### src/hdl/couple_pkg.sv
package couple_pkg;

	// Drive samples, coupling magnitudes and rotator outputs all share this width
	localparam int DATA_W = 18;

	// A full turn of phase is 2**PHASE_W counts
	localparam int PHASE_W = 19;

	// Output sum carries one extra bit so the difference of two products never wraps
	localparam int PAIR_W = DATA_W + 1;

	// Unrolled rotation stages in the CORDIC
	localparam int CORDIC_STAGES = 20;

	// Input fold register, one register per stage, then the output register
	localparam int CORDIC_LAT = CORDIC_STAGES + 2;

	// From an iq-high sample at the top level to its slot_i term on pair
	localparam int PAIR_LAT = CORDIC_LAT + 4;

	// CORDIC gain of about 1.6468, scaled by 2**16
	// The rotator leaves this gain in its outputs
	localparam int CORDIC_GAIN_Q = 107922;

	// Output port slot, slot_i is marked by iq high
	typedef enum logic {
		slot_q = 1'b0,
		slot_i = 1'b1
	} slot_t;

	// One coupling table entry as the host writes it
	typedef struct packed {
		logic signed [DATA_W-1:0] magnitude;
		logic [PHASE_W-1:0] phase_offset;
	} coupling_t;

	typedef struct packed {
		logic signed [DATA_W-1:0] x;
		logic signed [DATA_W-1:0] y;
	} phasor_t;

	typedef struct packed {
		logic signed [DATA_W-1:0] re;
		logic signed [DATA_W-1:0] im;
	} cplx_t;

endpackage

### src/hdl/iq_deinterleave.sv
`timescale 1ns/1ps

// Turns the interleaved drive stream into one steady complex number
// I comes on iq-high cycles and Q on the cycle just before it
module iq_deinterleave (
	input  logic clk,
	input  logic rst,
	input  logic iq,
	input  logic signed [couple_pkg::DATA_W-1:0] drive,
	output couple_pkg::cplx_t drive_c
);
	import couple_pkg::*;

	logic signed [DATA_W-1:0] drive_prev;
	cplx_t held;
	// Matches the rotator latency so the pair meets both slot phasors
	cplx_t align [CORDIC_LAT];

	always_ff @(posedge clk) begin
		if (rst) begin
			drive_prev <= '0;
			held <= '0;
			for (int k = 0; k < CORDIC_LAT; k++) begin
				align[k] <= '0;
			end
		end else begin
			drive_prev <= drive;
			// Latched once per pair, so it holds for the two slots that follow
			if (iq) begin
				held.re <= drive;
				held.im <= drive_prev;
			end
			align[0] <= held;
			for (int k = 1; k < CORDIC_LAT; k++) begin
				align[k] <= align[k-1];
			end
		end
	end

	assign drive_c = align[CORDIC_LAT-1];

endmodule

### config.mk
export PLATFORM = sky130hd
export DESIGN_NAME = iq_deinterleave
export DESIGN_NICKNAME = d
export VERILOG_FILES = /design/src/hdl/couple_pkg.sv /design/src/hdl/iq_deinterleave.sv
export SDC_FILE = /design/constraint.sdc
export NUM_CORES = 1
export LEC_CHECK = 0
export BUFFER_PORTS_ARGS = -buffer_cell sky130_fd_sc_hd__buf_2
export CAP_MARGIN = 5
export CORE_ASPECT_RATIO = 0.75
export CORE_UTILIZATION = 56
export DETAILED_ROUTE_END_ITERATION = 16
export GPL_ROUTABILITY_DRIVEN = 1
export HOLD_SLACK_MARGIN = 0.1
export MAX_ROUTING_LAYER = met4
export PLACE_DENSITY_LB_ADDON = 0.08
export SLEW_MARGIN = 20
export SYNTH_ARGS = -nofsm -noshare
export SYNTH_HDL_FRONTEND = slang
export SYNTH_SLANG_ARGS = --single-unit
export TNS_END_PERCENT = 1
### constraint.sdc
create_clock -name clk -period 2.7 [get_ports clk]
set_clock_uncertainty 0.1 [all_clocks]
set_input_delay 0.135 -clock clk [delete_from_list [all_inputs] [get_ports clk]]
set_output_delay 0.135 -clock clk [all_outputs]
set_load 0.05 [all_outputs]
==> run_results.csv <==
group,metric,value,unit
run_status,outcome,"complete, no violations",
finish,layout_common_cells,"846 x sky130_fd_sc_hd__dfxtp_1, 520 x sky130_fd_sc_hd__and2b_1, 290 x sky130_fd_sc_hd__nor2b_1",
worst_setup_path,path_buf_inv,3,
yosys,ys_warn_count,0,
yosys,netlist_top_cells_area,"sky130_fd_sc_hd__dfxtp_1 71%, sky130_fd_sc_hd__and2b_1 16%, sky130_fd_sc_hd__nor2b_1 7.6%",
route,drc,0,
floorplanning,design.die.area,0.0434,mm^2
grt,initial_antenna_violation_count,0,
floorplanning,floorplan.rows,65,
finish,syn_to_final_growth,12.8,%
worst_setup_path,worstSetupPathType,"primary input to register",
finish,antenna_cells_inserted,0,
sta,finalCriticalPeriod,1.50,ns
cts,h-tree-depth,3,
cts,reg_clk_slew_reported_paths,0.06,ns
worst_setup_path,timing.critical_path.arrival,1.86,ns
grt,gr-usage-met3,0.0350,
worst_setup_path,critPathLaunchType,"primary input",
cts,cts_buffers,74,
cts,cts_num_sinks,846,
cts,cts_max_path_buffers,3,
cts,post_cts.resized_instances,0,
grt,busiest_layer,"met2",
worst_setup_path,worst-endpoint-required,3.06,ns
cts,cts_tree,"done",
job,maxCapViolations,0,
grt,grt_util_met2,0.187,
yosys,synth_cell_type_count,9,
floorplanning,io_pins,57,
finish,finish.instance_area,0.0269,mm^2
floorplanning,floorplan.die.width,240,um
worst_setup_path,critPathCaptureType,"register",
sta,crit_share_post_route,0.556,
floorplanning,initial_core_utilization,0.567,
sta,timing.final.setup_violations,0,
grt,global_route.overflow_total,0,
sta,finalHoldViolCount,0,
pwr,power-per-cell-area,851,mW/mm^2
grt,global_route.usage.total,0.117,
route,routed-via-count,10400,
cts,insertion_delay,0.57,ns
sta,timing_max_transition_violations_final,0,
floorplanning,core-area,0.0420,mm^2
placement,postPlaceCellArea,0.0244,mm^2
route,pre_repair_dr_iteration_count,4,
placement,portBuffers,56,
yosys,yosys.area.top_type_share,0.710,
yosys,synth_area_leader_cell,"sky130_fd_sc_hd__dfxtp_1",
finish,finalNetCount,1918,
finish,most_frequent_standard_cell_in_the_layout_excluding_fill_and_tap_cells,"sky130_fd_sc_hd__dfxtp_1",
route,wl,23.3,mm
sta,final.setup.tns,0,ns
finish,drive_above_1_share,0.0903,
cts,cts-root-buf,"sky130_fd_sc_hd__clkbuf_16",
pwr,overall_power,22.9,mW
sta,relSlewSlack,0.584,
worst_setup_path,critPathMaxStageDelay,0.56,ns
yosys,mappedNetlistArea,0.0239,mm^2
route,route.detailed.vias_per_inst,4.14,
sta,achievable-frequency,0.666,GHz
placement,gp_congestion,0.667,
route,first_iter_violations,376,
yosys,synth.yosys.seq_area_share,0.710,
route,routed_wire_length_per_instance,9.24,um
sta,worst_pin_slew,0.623,ns
placement,dp.final_hpwl,11.9,mm
worst_setup_path,worst_path_top_cell_family_by_delay,"buffers and inverters",
yosys,synth-seq-cells,846,
grt,via_count_of_the_first_global_routing_pass,9810,
sta,grt_setup_unrepaired,"false",
floorplanning,die_h,181,um
pwr,power.leakage,12.8,nW
grt,largest_net_degree_at_the_start_of_global_routing,102,
finish,fin_util,0.640,
min_path,worst_min_path_class,"primary input to register",
worst_setup_path,crit_path_top_delay_cell,"sky130_fd_sc_hd__dlygate4sd3_1",
yosys,synth.avg_cell_area,12.8,um^2
grt,global_route.usage.met1,0.135,
worst_setup_path,worst-path-max-fanout,101,
grt,grt_pass1_wl,41.7,mm
yosys,synthesis.instances,1862,
route,ant_nets_after_route,0,
pwr,power.ir.vdd_worst,558,uV
worst_setup_path,cp_cell_sequence,"dlygate4sd3_1 -> buf_8 -> buf_4 -> and2b_1",
yosys,syn_nets,1883,
## through the flow
step / cells / setup slack, ns / hold slack (ns)
3_3_place_gp: 2371 / 1.20 / 0.258
3_5_place_dp: 2371 / 1.19 / 0.264
4_1_cts: 2519 / 1.21 / 0.148
2_1_floorplan: 1862 / 1.65 / 0.160
6_report: 2519 / 1.20 / 0.160
5_1_grt: 2519 / 1.10 / 0.167
## flip-flops by register name (all words and copies together), names as in the netlist
| register | flops |
|---|---|
| drive_prev | 18 |
| align | 792 |
| held | 36 |
## synth_stat cells
library cell               instances
sky130_fd_sc_hd__dfxtp_1         846
sky130_fd_sc_hd__and2b_1         520
sky130_fd_sc_hd__nor2b_1         290
sky130_fd_sc_hd__clkbuf_1         80
sky130_fd_sc_hd__buf_4            43
sky130_fd_sc_hd__mux2i_1          36
sky130_fd_sc_hd__nor2_1           36
sky130_fd_sc_hd__buf_2             6
sky130_fd_sc_hd__buf_6             5
## cells by family after synthesis
family                 synth area share
DFF                               0.710
and+or+nand+nor                   0.245
buffers and inverters            0.0297
muxes                            0.0151
## worst paths after layout
kind,slack [ns],from,endpoint,depth (start not counted)
hold reg to reg,0.32,align[0][597]$_SDFF_PP0_,align[0][633]$_SDFF_PP0_,1
setup / recovery,1.20,rst,align[0][79]$_SDFF_PP0_,4
setup reg to reg,1.98,drive_prev[15]$_SDFF_PP0_,held[15]$_SDFFE_PP0P_,2
hold / removal,0.16,iq,held[17]$_SDFFE_PP0P_,4
## per-layer routing
layer | up-vias | share of wire
met5 | - | 0
met3 | 65 | 0.043
met4 | 0 | 0.035
met2 | 125 | 0.43
met1 | 4589 | 0.49
li1 | 5661 | -
## power by group
| part | internal, mW | leakage (nW) | switching, mW |
|---|---|---|---|
| Combinational | 0.201 | 4.80 | 0.200 |
| Sequential | 12.6 | 6.83 | 0.0228 |
| Clock | 5.80 | 1.14 | 4.12 |
## tightest hold or removal path, cell delays in order
cell	delay [ns]
sky130_fd_sc_hd__buf_2	0.10
sky130_fd_sc_hd__buf_4	0.31
sky130_fd_sc_hd__mux2i_1	0.18
sky130_fd_sc_hd__nor2_1	0.07
## final cells by class
type	count	area, um^2
Tap cell	569	712
Timing Repair Buffer	93	728
Sequential cell	846	16900
Clock buffer	117	2210
Fill cell	3240	15100
Multi-Input combinational cell	882	6210
Clock inverter	12	121
## timing repair
item                      CTS  global route
setup buffers               0             0
hold buffers               19             0
hold endpoints to repair  120             0
No activity file was read; power rests on OpenSTA's default activity.
