===== config.mk =====
export PLATFORM = sky130hd
export DESIGN_NAME = real_product
export DESIGN_NICKNAME = d
export VERILOG_FILES = /design/src/hdl/couple_pkg.sv /design/src/hdl/real_product.sv
export SDC_FILE = /design/constraint.sdc
export NUM_CORES = 2
export LEC_CHECK = 0
export ABC_CLOCK_PERIOD_IN_PS = 7800
export BUFFER_PORTS_ARGS = -buffer_cell sky130_fd_sc_hd__buf_2
export CORE_UTILIZATION = 50
export CTS_CLUSTER_SIZE = 12
export DETAILED_ROUTE_END_ITERATION = 16
export GPL_TIMING_DRIVEN = 0
export PLACE_DENSITY = 0.66
export SLEW_MARGIN = 20
export SYNTH_ARGS = -nofsm -noshare
export SYNTH_HDL_FRONTEND = slang
export SYNTH_SLANG_ARGS = --single-unit

===== constraint.sdc =====
create_clock -name clk -period 7.8 [get_ports clk]
set_input_delay 0 -clock clk [delete_from_list [all_inputs] [get_ports clk]]
set_output_delay 0 -clock clk [all_outputs]
set_load 0.1 [all_outputs]

===== src/hdl/couple_pkg.sv =====
package couple_pkg;

	// Drive samples, coupling magnitudes and rotator outputs all share this width
	localparam int DATA_W = 18;

	// A full turn of phase is 2**PHASE_W counts
	localparam int PHASE_W = 19;

	// Output sum carries one extra bit so the difference of two products never wraps
	localparam int PAIR_W = DATA_W + 1;

	// Unrolled rotation stages in the CORDIC
	localparam int CORDIC_STAGES = 20;

	// Input fold register, one register per stage, then the output register
	localparam int CORDIC_LAT = CORDIC_STAGES + 2;

	// From an iq-high sample at the top level to its slot_i term on pair
	localparam int PAIR_LAT = CORDIC_LAT + 4;

	// CORDIC gain of about 1.6468, scaled by 2**16
	// The rotator leaves this gain in its outputs
	localparam int CORDIC_GAIN_Q = 107922;

	// Output port slot, slot_i is marked by iq high
	typedef enum logic {
		slot_q = 1'b0,
		slot_i = 1'b1
	} slot_t;

	// One coupling table entry as the host writes it
	typedef struct packed {
		logic signed [DATA_W-1:0] magnitude;
		logic [PHASE_W-1:0] phase_offset;
	} coupling_t;

	typedef struct packed {
		logic signed [DATA_W-1:0] x;
		logic signed [DATA_W-1:0] y;
	} phasor_t;

	typedef struct packed {
		logic signed [DATA_W-1:0] re;
		logic signed [DATA_W-1:0] im;
	} cplx_t;

endpackage


===== src/hdl/real_product.sv =====
`timescale 1ns/1ps

// Real part of phasor times drive: x*re - y*im
// Two multipliers, a scale register and a subtraction, three cycles total
module real_product (
	input  logic clk,
	input  logic rst,
	input  couple_pkg::phasor_t phasor,
	input  couple_pkg::cplx_t drive_c,
	output logic signed [couple_pkg::PAIR_W-1:0] pair
);
	import couple_pkg::*;

	logic signed [2*DATA_W-1:0] prod_x;
	logic signed [2*DATA_W-1:0] prod_y;
	logic signed [DATA_W-1:0] scale_x;
	logic signed [DATA_W-1:0] scale_y;

	// Full-precision products, registered straight out of the multipliers
	always_ff @(posedge clk) begin
		if (rst) begin
			prod_x <= '0;
			prod_y <= '0;
		end else begin
			prod_x <= phasor.x * drive_c.re;
			prod_y <= phasor.y * drive_c.im;
		end
	end

	// Keep DATA_W bits below the redundant sign bit, i.e. divide by 2**(DATA_W-1)
	// Only full-scale negative times full-scale negative can wrap here
	always_ff @(posedge clk) begin
		if (rst) begin
			scale_x <= '0;
			scale_y <= '0;
		end else begin
			scale_x <= prod_x[2*DATA_W-2:DATA_W-1];
			scale_y <= prod_y[2*DATA_W-2:DATA_W-1];
		end
	end

	// One extra output bit holds the difference without saturation
	always_ff @(posedge clk) begin
		if (rst) begin
			pair <= '0;
		end else begin
			pair <= PAIR_W'(scale_x) - PAIR_W'(scale_y);
		end
	end

endmodule


==> qor.csv <==
stage,metric,value,unit
run_status,status,completed,
clock_tree,Clock Latency Late Sink,340,ps
synthesis,syn_area_per_cell,9.23,sq um
cells_and_area,ANT cells,0,
floorplan,Cell Rows,83,
cells_and_area,share of cells above drive strength 1,0.0340,
clock_tree,Clock Pin Slew Worst Setup and Hold Paths,60,ps
global_route,"Remaining Overflow, GRT",0,
timing,fmax,146,MHz
route,DRC viols,0,
route,WL met3,3840,um
timing,Max-slew headroom,0.406,
critical_path,Critical Path Fanout Max,10,
route,drt first pass iters,5,
timing,Setup TNS Final,0,ps
cells_and_area,Fill cells,4732,
place,detailed placement HPWL,56800,um
clock_tree,Max Root-Sink Buffers,2,
route,WL met1,27500,um
floorplan,die footprint,53000,sq um
timing,Slew @ Worst Pin,891,ps
route,DR vias,18700,
global_route,first-pass GRT wire length,110000,um
route,met2 wire length,33100,um
floorplan,IO Pins,93,
clock_tree,CTS root buf,clkbuf_16,
critical_path,CP endpoint kind,flip-flop,
route,initial detailed-routing violation count,1243,
clock_tree,hold_buf cts,0,
route,post-route ant nets,0,
critical_path,r2r setup slk,5030,ps
timing,period utilization,0.877,
timing,clock skew,3.71,ps
global_route,vias in the first global route,20700,
route,Routed WL,66100,um
place,IO Port Bufs,73,
flow_run,max_cap viols,0,
floorplan,Die Span Y,230,um
critical_path,Crit path largest cell delay,610,ps
synthesis,post-synthesis cell type count,57,
synthesis,Mapped Nets,3732,
critical_path,CP Class,in2reg,
synthesis,cell area after synthesis,26000,sq um
clock_tree,post-CTS sizing,0,
timing,Final Hold Vio Count,0,
critical_path,WP data arrival,7030,ps
critical_path,critical path data required time,7990,ps
clock_tree,CTS Buf Count,9,
route,top routing layer in use,met4,
synthesis,Synth async-reset ratio,0,
timing,post-route minimum period,6840,ps
global_route,global-route usage over all layers,0.267,
cells_and_area,# nets final,3816,
floorplan,Starting Density,0.507,
timing,setup repair after global routing missed its margin,no,
floorplan,area of the core,51400,sq um
synthesis,Yosys reg bits,91,
timing,Setup Viol. Count Final,0,
hold_path,Tightest Hold Check Type,in2reg,
route,via/cell ratio,5.21,
clock_tree,Post-CTS Setup Bufs,0,
synthesis,"EDFF count, synth",0,
global_route,initial antenna violation count,1,
timing,fin. max-slew vios,0,
synthesis,top_reg_cell synth,dfxtp_1,
synthesis,Yosys warnings,0,
global_route,largest net degree at the start of global routing,16,
critical_path,"most used cell, CP",inv_1,
clock_tree,H-tree depth,3,
floorplan,chip width,230,um
route,routed len/inst,18.4,um
clock_tree,CTS tree,yes,
cells_and_area,Layout area overhead,5.83,%
place,GPL Wtd Cong,0.967,
critical_path,slowest CP cell,ha_1,
synthesis,Gate Count Post-Synth,2823,
clock_tree,CTS sink count,91,
critical_path,Worst setup SP type,primary input,
synthesis,post-synthesis sequential area ratio,0.0699,
## synthesized netlist by cell type (all sizes together), types with 2 or more instances
library cell / instances / area [sq um]
a2111oi: 5 / 50.0
a211oi: 11 / 82.6
a21boi: 6 / 45.0
a21o: 13 / 97.6
a21oi: 34 / 170
a311oi: 2 / 23.8
a31oi: 5 / 31.3
and2: 296 / 1850
and3: 2 / 12.5
and4: 3 / 26.3
buf: 4 / 15.0
clkbuf: 99 / 372
dfxtp: 91 / 1820
fa: 645 / 12900
ha: 190 / 2380
inv: 737 / 2770
nand2: 338 / 1270
nand2b: 17 / 106
nand3: 12 / 60.1
nand4: 5 / 31.3
nor2: 83 / 312
nor2b: 48 / 300
nor3: 25 / 125
nor3b: 5 / 37.5
nor4b: 3 / 26.3
o211ai: 6 / 45.0
o21a: 11 / 82.6
o21ai: 33 / 169
o21bai: 4 / 30.0
o311ai: 2 / 17.5
o31ai: 5 / 51.3
or3: 5 / 31.3
or4b: 3 / 30.0
xnor2: 44 / 385
xor2: 14 / 123
## layer usage
layer / up-vias / GRT usage
li1: 8324 / -
met1: 9630 / 0.355
met2: 635 / 0.466
met3: 113 / 0.0308
met4: 0 / 0.0646
met5: - / 0
## per-stage QoR
step	std cells	setup slack, ps	cell area (sq um)	util	hold slack (ps)
after floorplan	2823	2130	26000	-	211
after global placement	3576	727	27300	0.530	356
after detailed placement	3576	635	27300	0.530	363
after CTS	3592	982	27600	0.536	15.5
after global routing	3592	598	27600	0.536	37.2
final	3592	960	27600	0.536	14.2
## final timing paths
check                                 from          end  depth (start not counted)
worst max-delay path            phasor[17]   prod_y[34]                         25
worst max register to register  scale_x[0]     pair[18]                         11
worst min register to register  prod_x[33]  scale_x[16]                          1
worst min-delay path                   rst     pair[17]                          3
## state kept, by name, summed over array words and instances (netlist names)
name     count
scale_x     18
pair        19
prod_x      18
scale_y     18
prod_y      18
## cells in the final DEF (no fill, tap or decap), types with 2 or more instances in the layout
master | Yosys | final
buf_2 | 0 | 73
a2111oi_0 | 4 | 4
o21a_1 | 11 | 11
clkbuf_1 | 99 | 100
inv_6 | 0 | 2
and4_1 | 3 | 3
nand4_1 | 5 | 5
nand2b_1 | 17 | 17
nor3_1 | 25 | 25
and3_1 | 2 | 2
o311ai_0 | 2 | 2
nor2b_1 | 48 | 48
inv_1 | 737 | 737
clkbuf_16 | 0 | 9
or4b_1 | 2 | 2
xnor2_1 | 44 | 44
nor4b_1 | 3 | 3
a21oi_1 | 34 | 34
o21bai_1 | 4 | 4
xor2_1 | 14 | 14
o31ai_1 | 4 | 4
o21ai_0 | 32 | 32
nor2_1 | 83 | 83
dfxtp_1 | 91 | 91
a21boi_0 | 6 | 6
nor3b_1 | 5 | 5
nand2_1 | 338 | 338
and2_1 | 296 | 296
fa_1 | 645 | 645
nand3_1 | 12 | 12
buf_1 | 4 | 4
o211ai_1 | 6 | 6
a211oi_1 | 11 | 11
a21o_1 | 13 | 13
or3_1 | 5 | 5
ha_1 | 190 | 190
a31oi_1 | 5 | 5
## layout make-up
class,count,area [sq um],area share
clock buffer,11,243,0.00881
tap,680,851,0.0309
clock inverter,5,60.1,0.00218
multi-input combinational,1892,21100,0.764
inverter,737,2770,0.100
timing repair buffer,73,365,0.0133
sequential,91,1820,0.0661
buffer,103,387,0.0140
## cells by family (layout without fill, tap and decap cells)
logic type,Yosys count,in the layout,synth area share
simple gates,848,848,0.163
buf+inv,840,929,0.121
fa+ha+maj,835,835,0.587
compound gates,149,149,0.0389
flops,91,91,0.0699
xor+xnor,58,58,0.0195
mux,2,2,0.000817
## worst max-delay path, delay by kind of cell
kind,cells,cell delay (ps)
AOI/OAI and AO/OA,5,1010
buffers and inverters,9,1930
and+or+nand+nor,3,370
adders and majority gates,7,3400
xor gates and xnor gates,1,300
Power is not shown: default switching activity piles up to over one toggle a cycle in this logic, so the estimate is an artifact.
