File: src/hdl/couple_pkg.sv
package couple_pkg;

	// Drive samples, coupling magnitudes and rotator outputs all share this width
	localparam int DATA_W = 18;

	// A full turn of phase is 2**PHASE_W counts
	localparam int PHASE_W = 19;

	// Output sum carries one extra bit so the difference of two products never wraps
	localparam int PAIR_W = DATA_W + 1;

	// Unrolled rotation stages in the CORDIC
	localparam int CORDIC_STAGES = 20;

	// Input fold register, one register per stage, then the output register
	localparam int CORDIC_LAT = CORDIC_STAGES + 2;

	// From an iq-high sample at the top level to its slot_i term on pair
	localparam int PAIR_LAT = CORDIC_LAT + 4;

	// CORDIC gain of about 1.6468, scaled by 2**16
	// The rotator leaves this gain in its outputs
	localparam int CORDIC_GAIN_Q = 107922;

	// Output port slot, slot_i is marked by iq high
	typedef enum logic {
		slot_q = 1'b0,
		slot_i = 1'b1
	} slot_t;

	// One coupling table entry as the host writes it
	typedef struct packed {
		logic signed [DATA_W-1:0] magnitude;
		logic [PHASE_W-1:0] phase_offset;
	} coupling_t;

	typedef struct packed {
		logic signed [DATA_W-1:0] x;
		logic signed [DATA_W-1:0] y;
	} phasor_t;

	typedef struct packed {
		logic signed [DATA_W-1:0] re;
		logic signed [DATA_W-1:0] im;
	} cplx_t;

endpackage

File: src/hdl/coupling_table.sv
`timescale 1ns/1ps

// Two-entry coupling table, one magnitude and phase offset per output slot
// Reads are registered and return one cycle after rd_slot
module coupling_table (
	input  logic clk,
	input  logic rst,
	input  logic wr_en,
	input  couple_pkg::slot_t wr_slot,
	input  couple_pkg::coupling_t wr_data,
	input  couple_pkg::slot_t rd_slot,
	output logic signed [couple_pkg::DATA_W-1:0] magnitude,
	output logic [couple_pkg::PHASE_W-1:0] phase_offset
);
	import couple_pkg::*;

	coupling_t entry [2];
	slot_t other_slot;

	// The slots alternate every cycle, so the opposite slot is the one read next
	// The offset goes through the phase adder register, which costs one cycle,
	// so reading it one slot early lines it up with the magnitude at the rotator
	assign other_slot = (rd_slot == slot_i) ? slot_q : slot_i;

	// Host writes land at the clock edge
	// A read of the same slot in that cycle still sees the old entry
	always_ff @(posedge clk) begin
		if (rst) begin
			entry[0] <= '0;
			entry[1] <= '0;
		end else if (wr_en) begin
			entry[wr_slot] <= wr_data;
		end
	end

	always_ff @(posedge clk) begin
		if (rst) begin
			magnitude <= '0;
			phase_offset <= '0;
		end else begin
			magnitude <= entry[rd_slot].magnitude;
			phase_offset <= entry[other_slot].phase_offset;
		end
	end

endmodule

File: config.mk
export PLATFORM = sky130hd
export DESIGN_NAME = coupling_table
export DESIGN_NICKNAME = d
export VERILOG_FILES = /design/src/hdl/couple_pkg.sv /design/src/hdl/coupling_table.sv
export SDC_FILE = /design/constraint.sdc
export NUM_CORES = 1
export LEC_CHECK = 0
export ABC_CLOCK_PERIOD_IN_PS = 3000
export BUFFER_PORTS_ARGS = -buffer_cell sky130_fd_sc_hd__buf_2
export CAP_MARGIN = 20
export CORE_ASPECT_RATIO = 1.4
export CORE_MARGIN = 2
export CORE_UTILIZATION = 55
export CTS_CLUSTER_DIAMETER = 60
export DETAILED_ROUTE_END_ITERATION = 10
export MAX_ROUTING_LAYER = met4
export PLACE_DENSITY = 0.82
export SYNTH_ARGS = -nofsm -noshare
export SYNTH_HDL_FRONTEND = slang
export SYNTH_SLANG_ARGS = --single-unit
File: constraint.sdc
create_clock -name clk -period 3 [get_ports clk]
set_input_delay 0.15 -clock clk [delete_from_list [all_inputs] [get_ports clk]]
set_output_delay 0.15 -clock clk [all_outputs]
set_load 0.03 [all_outputs]
==> results of run 1 <==
## routing by layer
layer | track usage [%] | vias to the layer above | share of wire [%]
li1 | - | 1098 | -
met1 | 19.0 | 1066 | 39
met2 | 30.1 | 67 | 55
met3 | 4.67 | 12 | 4.3
met4 | 10.8 | 0 | 2.2
met5 | - | - | 0
## kinds of logic after synthesis
family	Yosys count	share of synthesized area (%)
compound gates	2	0.368
mux	37	9.08
buf+inv	16	2.51
simple gates	113	15.4
flops	111	72.6
## path summary, 6_finish.rpt
kind	slack [ns]	end	cells after the start	start
setup / recovery	1.78	entry[0][12]$_SDFFCE_PN0P_	2	rst
hold / removal	0.05	entry[1][21]$_SDFFCE_PN0P_	2	wr_data[21]
setup reg to reg	2.27	phase_offset[12]$_SDFF_PP0_	2	entry[1][12]$_SDFFCE_PN0P_
hold reg to reg	0.49	phase_offset[2]$_SDFF_PP0_	2	entry[1][2]$_SDFFCE_PN0P_
## placed cells by master (no fill, tap or decap), drive strengths merged
| cell type | count |
|---|---|
| buf | 82 |
| and2 | 74 |
| edfxtp | 74 |
| mux2i | 37 |
| nor2 | 37 |
| dfxtp | 37 |
| clkbuf | 11 |
| bufinv | 3 |
| a21o | 2 |
| inv | 2 |
| nor3b | 1 |
| and3b | 1 |
| clkinv | 1 |
## stage by stage
stage          worst slack [ns]  total power, uW  utilization (%)  hold slack (ns)  std cells
4_1_cts                    1.62             3140             65.3           0.0343        456
3_5_place_dp               1.18             2100             62.0            0.439        440
5_1_grt                    1.73             3240             66.1           0.0496        459
3_3_place_gp               1.28             2090             62.0            0.437        440
2_1_floorplan              1.49             2010                -            0.348        279
6_report                   1.78             3130             66.1           0.0547        459
## registers in the layout, summed over array words and instances (netlist names)
signal / cells
entry: 74
magnitude: 18
phase_offset: 19
## cell type report
class	count	area, um^2	share of cell area (%)
flip-flops and latches	111	2960	61.6
multi-input cells	152	1020	21.2
repair buffers	82	457	9.50
clock buffers	11	141	2.94
well taps	97	121	2.52
clock inverters	5	104	2.16
inverters	1	3.75	0.0781
## report_power, final
part	switching [uW]	internal (uW)
Sequential	30.7	1750
Combinational	189	102
Clock	472	579
Total	691	2430
==> results.toml, run 1 <==
[final_layout]
fillers = 494
layout.nets = 399
diodes = 0
syn2layout_area_growth_pct = 17.8
stdcell_area_um2 = 4810
drive_gt1_share_pct = 27.6

[grt]
gr-total-overflow = 0
grt_pass1_vias = 2206
grt_max_degree = 38
gr-usage-all-layers_pct = 18.0
grt_pass1_wl_um = 10500
antenna_found_initial = 0

[drt]
wl_per_cell_um = 14.9
postRouteAntennaNets = 0
viasPerCell = 4.89
remaining_drc_errors = 0
drtIter0Drc = 202
num_vias = 2243
finalWirelength_um = 6860
detail_route.first_pass.iterations = 4

[synth]
ys_seq_area_share_pct = 72.6
synth_edf_count = 74
netlist_top_cells_count = "and2_1 (74), edfxtp_1 (74), dfxtp_1 (37), mux2i_1 (37), nor2_1 (37)"
synth_area_leaders = "edfxtp_1 (54%), dfxtp_1 (18%), and2_1 (11%)"
ys_async_sr_fraction_pct = 0
synth_top_cell_area_share_pct = 54.5
yosysWarningCount = 0
syn-num-nets = 321
synthDistinctLibCells = 14
dominantRegCellSynth = "edfxtp_1"
syn_area_um2 = 4080
synth.avg_cell_area_um2 = 14.6
yosysTopAreaCell = "edfxtp_1"
syn_inst = 279
synth-seq-cells = 111

[placement]
dp_hpwl_um = 4190
post_dp_cell_area_um2 = 4500
io_buffers = 78
gp_congestion = 0.668

[setup_path]
crit_slowest_cell = "a21o_2"
cpPeakStageDelay_ns = 0.74
cp-end-kind = "register"
worst-path-buf-inv = 1
required_ns = 3.00
cp.arrival_ns = 1.22
crit_family = "compound AO/OA/AOI/OAI gates"
crit_path_start_kind = "input pin"
crit_type = "input pin to register"
cp_cell_sequence = "buf_2 > a21o_2"
crit_path_max_fanout = 37

[cts]
cts_tree = "yes"
clkSinkCount = 111
clk_pin_slew_ns = 0.10
cts_buffers = 9
hold_buffers = 0
cts-root-buf = "clkbuf_8"
insertion_delay_ns = 0.37
htree_levels = 3
cts_resized = 0
clockBufferDepth = 2
cts_setup_buffers = 0

[floorplan]
die_h_um = 106
io_pins = 79
start_util_pct = 56.1
row_count = 37
core-area_um2 = 7270
die_w_um = 76.8
die_area_um2 = 8130

[pwr]
vdd_ir_drop_max_mv = 0.367
leakage_uw = 0.00209
powerDensity_nw_per_um2 = 650

[sta]
tightest_slew_ns = 0.880
rsz0062_at_grt = "false"
min_period_over_period_pct = 40.7
fin_worst_skew_ns = 0.00839
hold_viol = 0
fin_tns_setup_ns = 0
fmax_ghz = 0.818
setup_viol = 0
post-route-min-period_ns = 1.22
slew_violations = 0
relSlewSlack_pct = 41.3

[outcome]
status = "complete, no violations"

[min_path]
hold_class = "input pin to register"

[flow_run]
max-cap-violations = 0
Note: power is estimated with default switching activity, not from simulation.
==> inputs of run 2 (changes only) <==
ABC_CLOCK_PERIOD_IN_PS = 1100   (was 3000)
CORE_UTILIZATION = 49   (was 55)
PLACE_DENSITY = 0.78   (was 0.82)
clock period = 1.1 ns   (was 3 ns; I/O delays follow)
==> run 2 against run 1 <==
Against the previous run: worst setup slack got worse by 1.6 ns; clock skew fell by 0.0024 ns; register-to-register slack got worse by 1.9 ns; total power rose to 2.8 times the previous value; routed wire length fell by 2.9%; via count rose by 2.5%; clock power rose to 2.8 times the previous value; count of clock-buffer cells in the layout rose by 2; critical path depth fell by 1; sequential share of layout area fell by 3.4 points; non-clock buffer count rose by 21; global-route usage fell by 1.8 points; critical path type is now register to primary output; critical endpoint is now phase_offset[16].
==> results.toml, run 2 (same netlist as run 1, synthesis figures left out) <==
[setup_path]
cp_cell_sequence = "buf_2"
crit_family = "flip-flops"
startpoint = "phase_offset[16]$_SDFF_PP0_"
crit_path_max_fanout = 1
cp.arrival_ns = 0.86
r2r-start = "entry[1][27]$_SDFFCE_PN0P_"
cp-end-kind = "primary output"
crit_type = "register to primary output"
crit_path_start_kind = "register"
cpPeakStageDelay_ns = 0.33
worst-path-buf-inv = 1
required_ns = 1.04
crit_slowest_cell = "dfxtp_1"

[grt]
gr-total-overflow = 0
grt_pass1_vias = 2334
grt_use_met3_pct = 3.89
met2_usage_pct = 28.5
grtUsageMet1_pct = 17.1
busiest_layer = "met2"
grt_pass1_wl_um = 10600
gr-usage-all-layers_pct = 16.2
antenna_found_initial = 0
grt_max_degree = 38

[outcome]
status = "complete, no violations"

[cts]
clk_pin_slew_ns = 0.06
clkSinkCount = 111
hold_buffers = 17
insertion_delay_ns = 0.33
cts_setup_buffers = 0
cts_buffers = 9
cts-root-buf = "clkbuf_16"
clockBufferDepth = 2
cts_resized = 0
cts_tree = "yes"
htree_levels = 3

[sta]
tightest_slew_ns = 0.251
setup_viol = 0
relSlewSlack_pct = 83.3
hold_viol = 0
fmax_ghz = 1.09
post-route-min-period_ns = 0.917
fin_tns_setup_ns = 0
slew_violations = 0
fin_worst_skew_ns = 0.00600
timing.final.ws_setup_ns = 0.183
rsz0062_at_grt = "false"
min_period_over_period_pct = 83.3

[final_layout]
syn2layout_area_growth_pct = 24.7
top_register = "entry"
largest_reg_flops = 74
drive_gt1_share_pct = 26.9
top_regs = "entry x74, phase_offset x19, magnitude x18"
fillers = 605
final_cell_mix = "buf_2 (78), and2_1 (74), edfxtp_1 (74)"
diodes = 0
layout.nets = 420
final_common_cell = "buf_2"

[drt]
postRouteAntennaNets = 0
finalWirelength_um = 6660
detail_route.first_pass.iterations = 4
viasPerCell = 4.74
drtIter0Drc = 173
num_vias = 2300
remaining_drc_errors = 0
wl_per_cell_um = 13.7

[pwr]
leakage_uw = 0.00220
powerDensity_nw_per_um2 = 1710
vdd_ir_drop_max_mv = 1.10

[min_path]
hold_start = "wr_data[16]"
hold_class = "input pin to register"

[floorplan]
core-area_um2 = 8150
start_util_pct = 50.1
die_h_um = 112
row_count = 39
die_area_um2 = 9080
io_pins = 79
die_w_um = 81.1

[placement]
dp_hpwl_um = 4230
gp_congestion = 0.624
pre_cts_slack_ns = 0.0682
io_buffers = 78

[flow_run]
max-cap-violations = 0
-- run 2: cell types whose count changed in the layout (fill, tap and decap cells not counted) --
cell | previous run | this run
clkinvlp_4 | 0 | 2
bufinv_16 | 3 | 0
inv_6 | 1 | 0
buf_12 | 1 | 6
clkbuf_16 | 0 | 9
buf_6 | 1 | 0
buf_16 | 1 | 0
buf_4 | 1 | 2
clkbuf_8 | 10 | 2
clkbuf_1 | 1 | 2
dlygate4sd3_1 | 0 | 17
-- run 2: area by class of cell --
cell class	instances	area (um^2)	area share [%]
Inverter	1	3.75	0.0738
Sequential cell	111	2960	58.2
Clock buffer	13	260	5.12
Clock inverter	3	20.0	0.394
Timing Repair Buffer	103	696	13.7
Tap cell	102	128	2.51
Multi-Input combinational cell	152	1020	20.0
-- run 2: per-layer routing --
metal  wire (um)  up-vias
met1        2570     1103
met3         275        4
met5           0        -
met4          65        0
met2        3750       52
li1            -     1141
-- run 2: final timing paths --
check	slack, ns	to	cells past startpoint
setup / recovery	0.18	phase_offset[16]	1
hold / removal	0.01	entry[1][16]$_SDFFCE_PN0P_	2
setup reg to reg	0.40	magnitude[8]$_SDFF_PP0_	2
hold reg to reg	0.48	phase_offset[18]$_SDFF_PP0_	2
-- run 2: power by group --
| group | total, uW | leakage (uW) | switching (uW) | internal (uW) |
|---|---|---|---|---|
| registers | 4860 | 0.00106 | 79.6 | 4780 |
| logic | 865 | 0.00101 | 520 | 345 |
| clock network | 2960 | 0.000132 | 1300 | 1660 |
-- run 2: stage by stage --
stage               hold slack, ns  power, uW  util [%]  instances  area [um^2]
floorplan                    0.253       5470         -        279         4080
global placement             0.342       5750      56.9        452         4640
detailed placement           0.345       5790      56.9        452         4640
CTS                       0.000320       8780      62.4        485         5090
global route               0.00580       9010      62.4        485         5090
finish                      0.0125       8690      62.4        485         5090
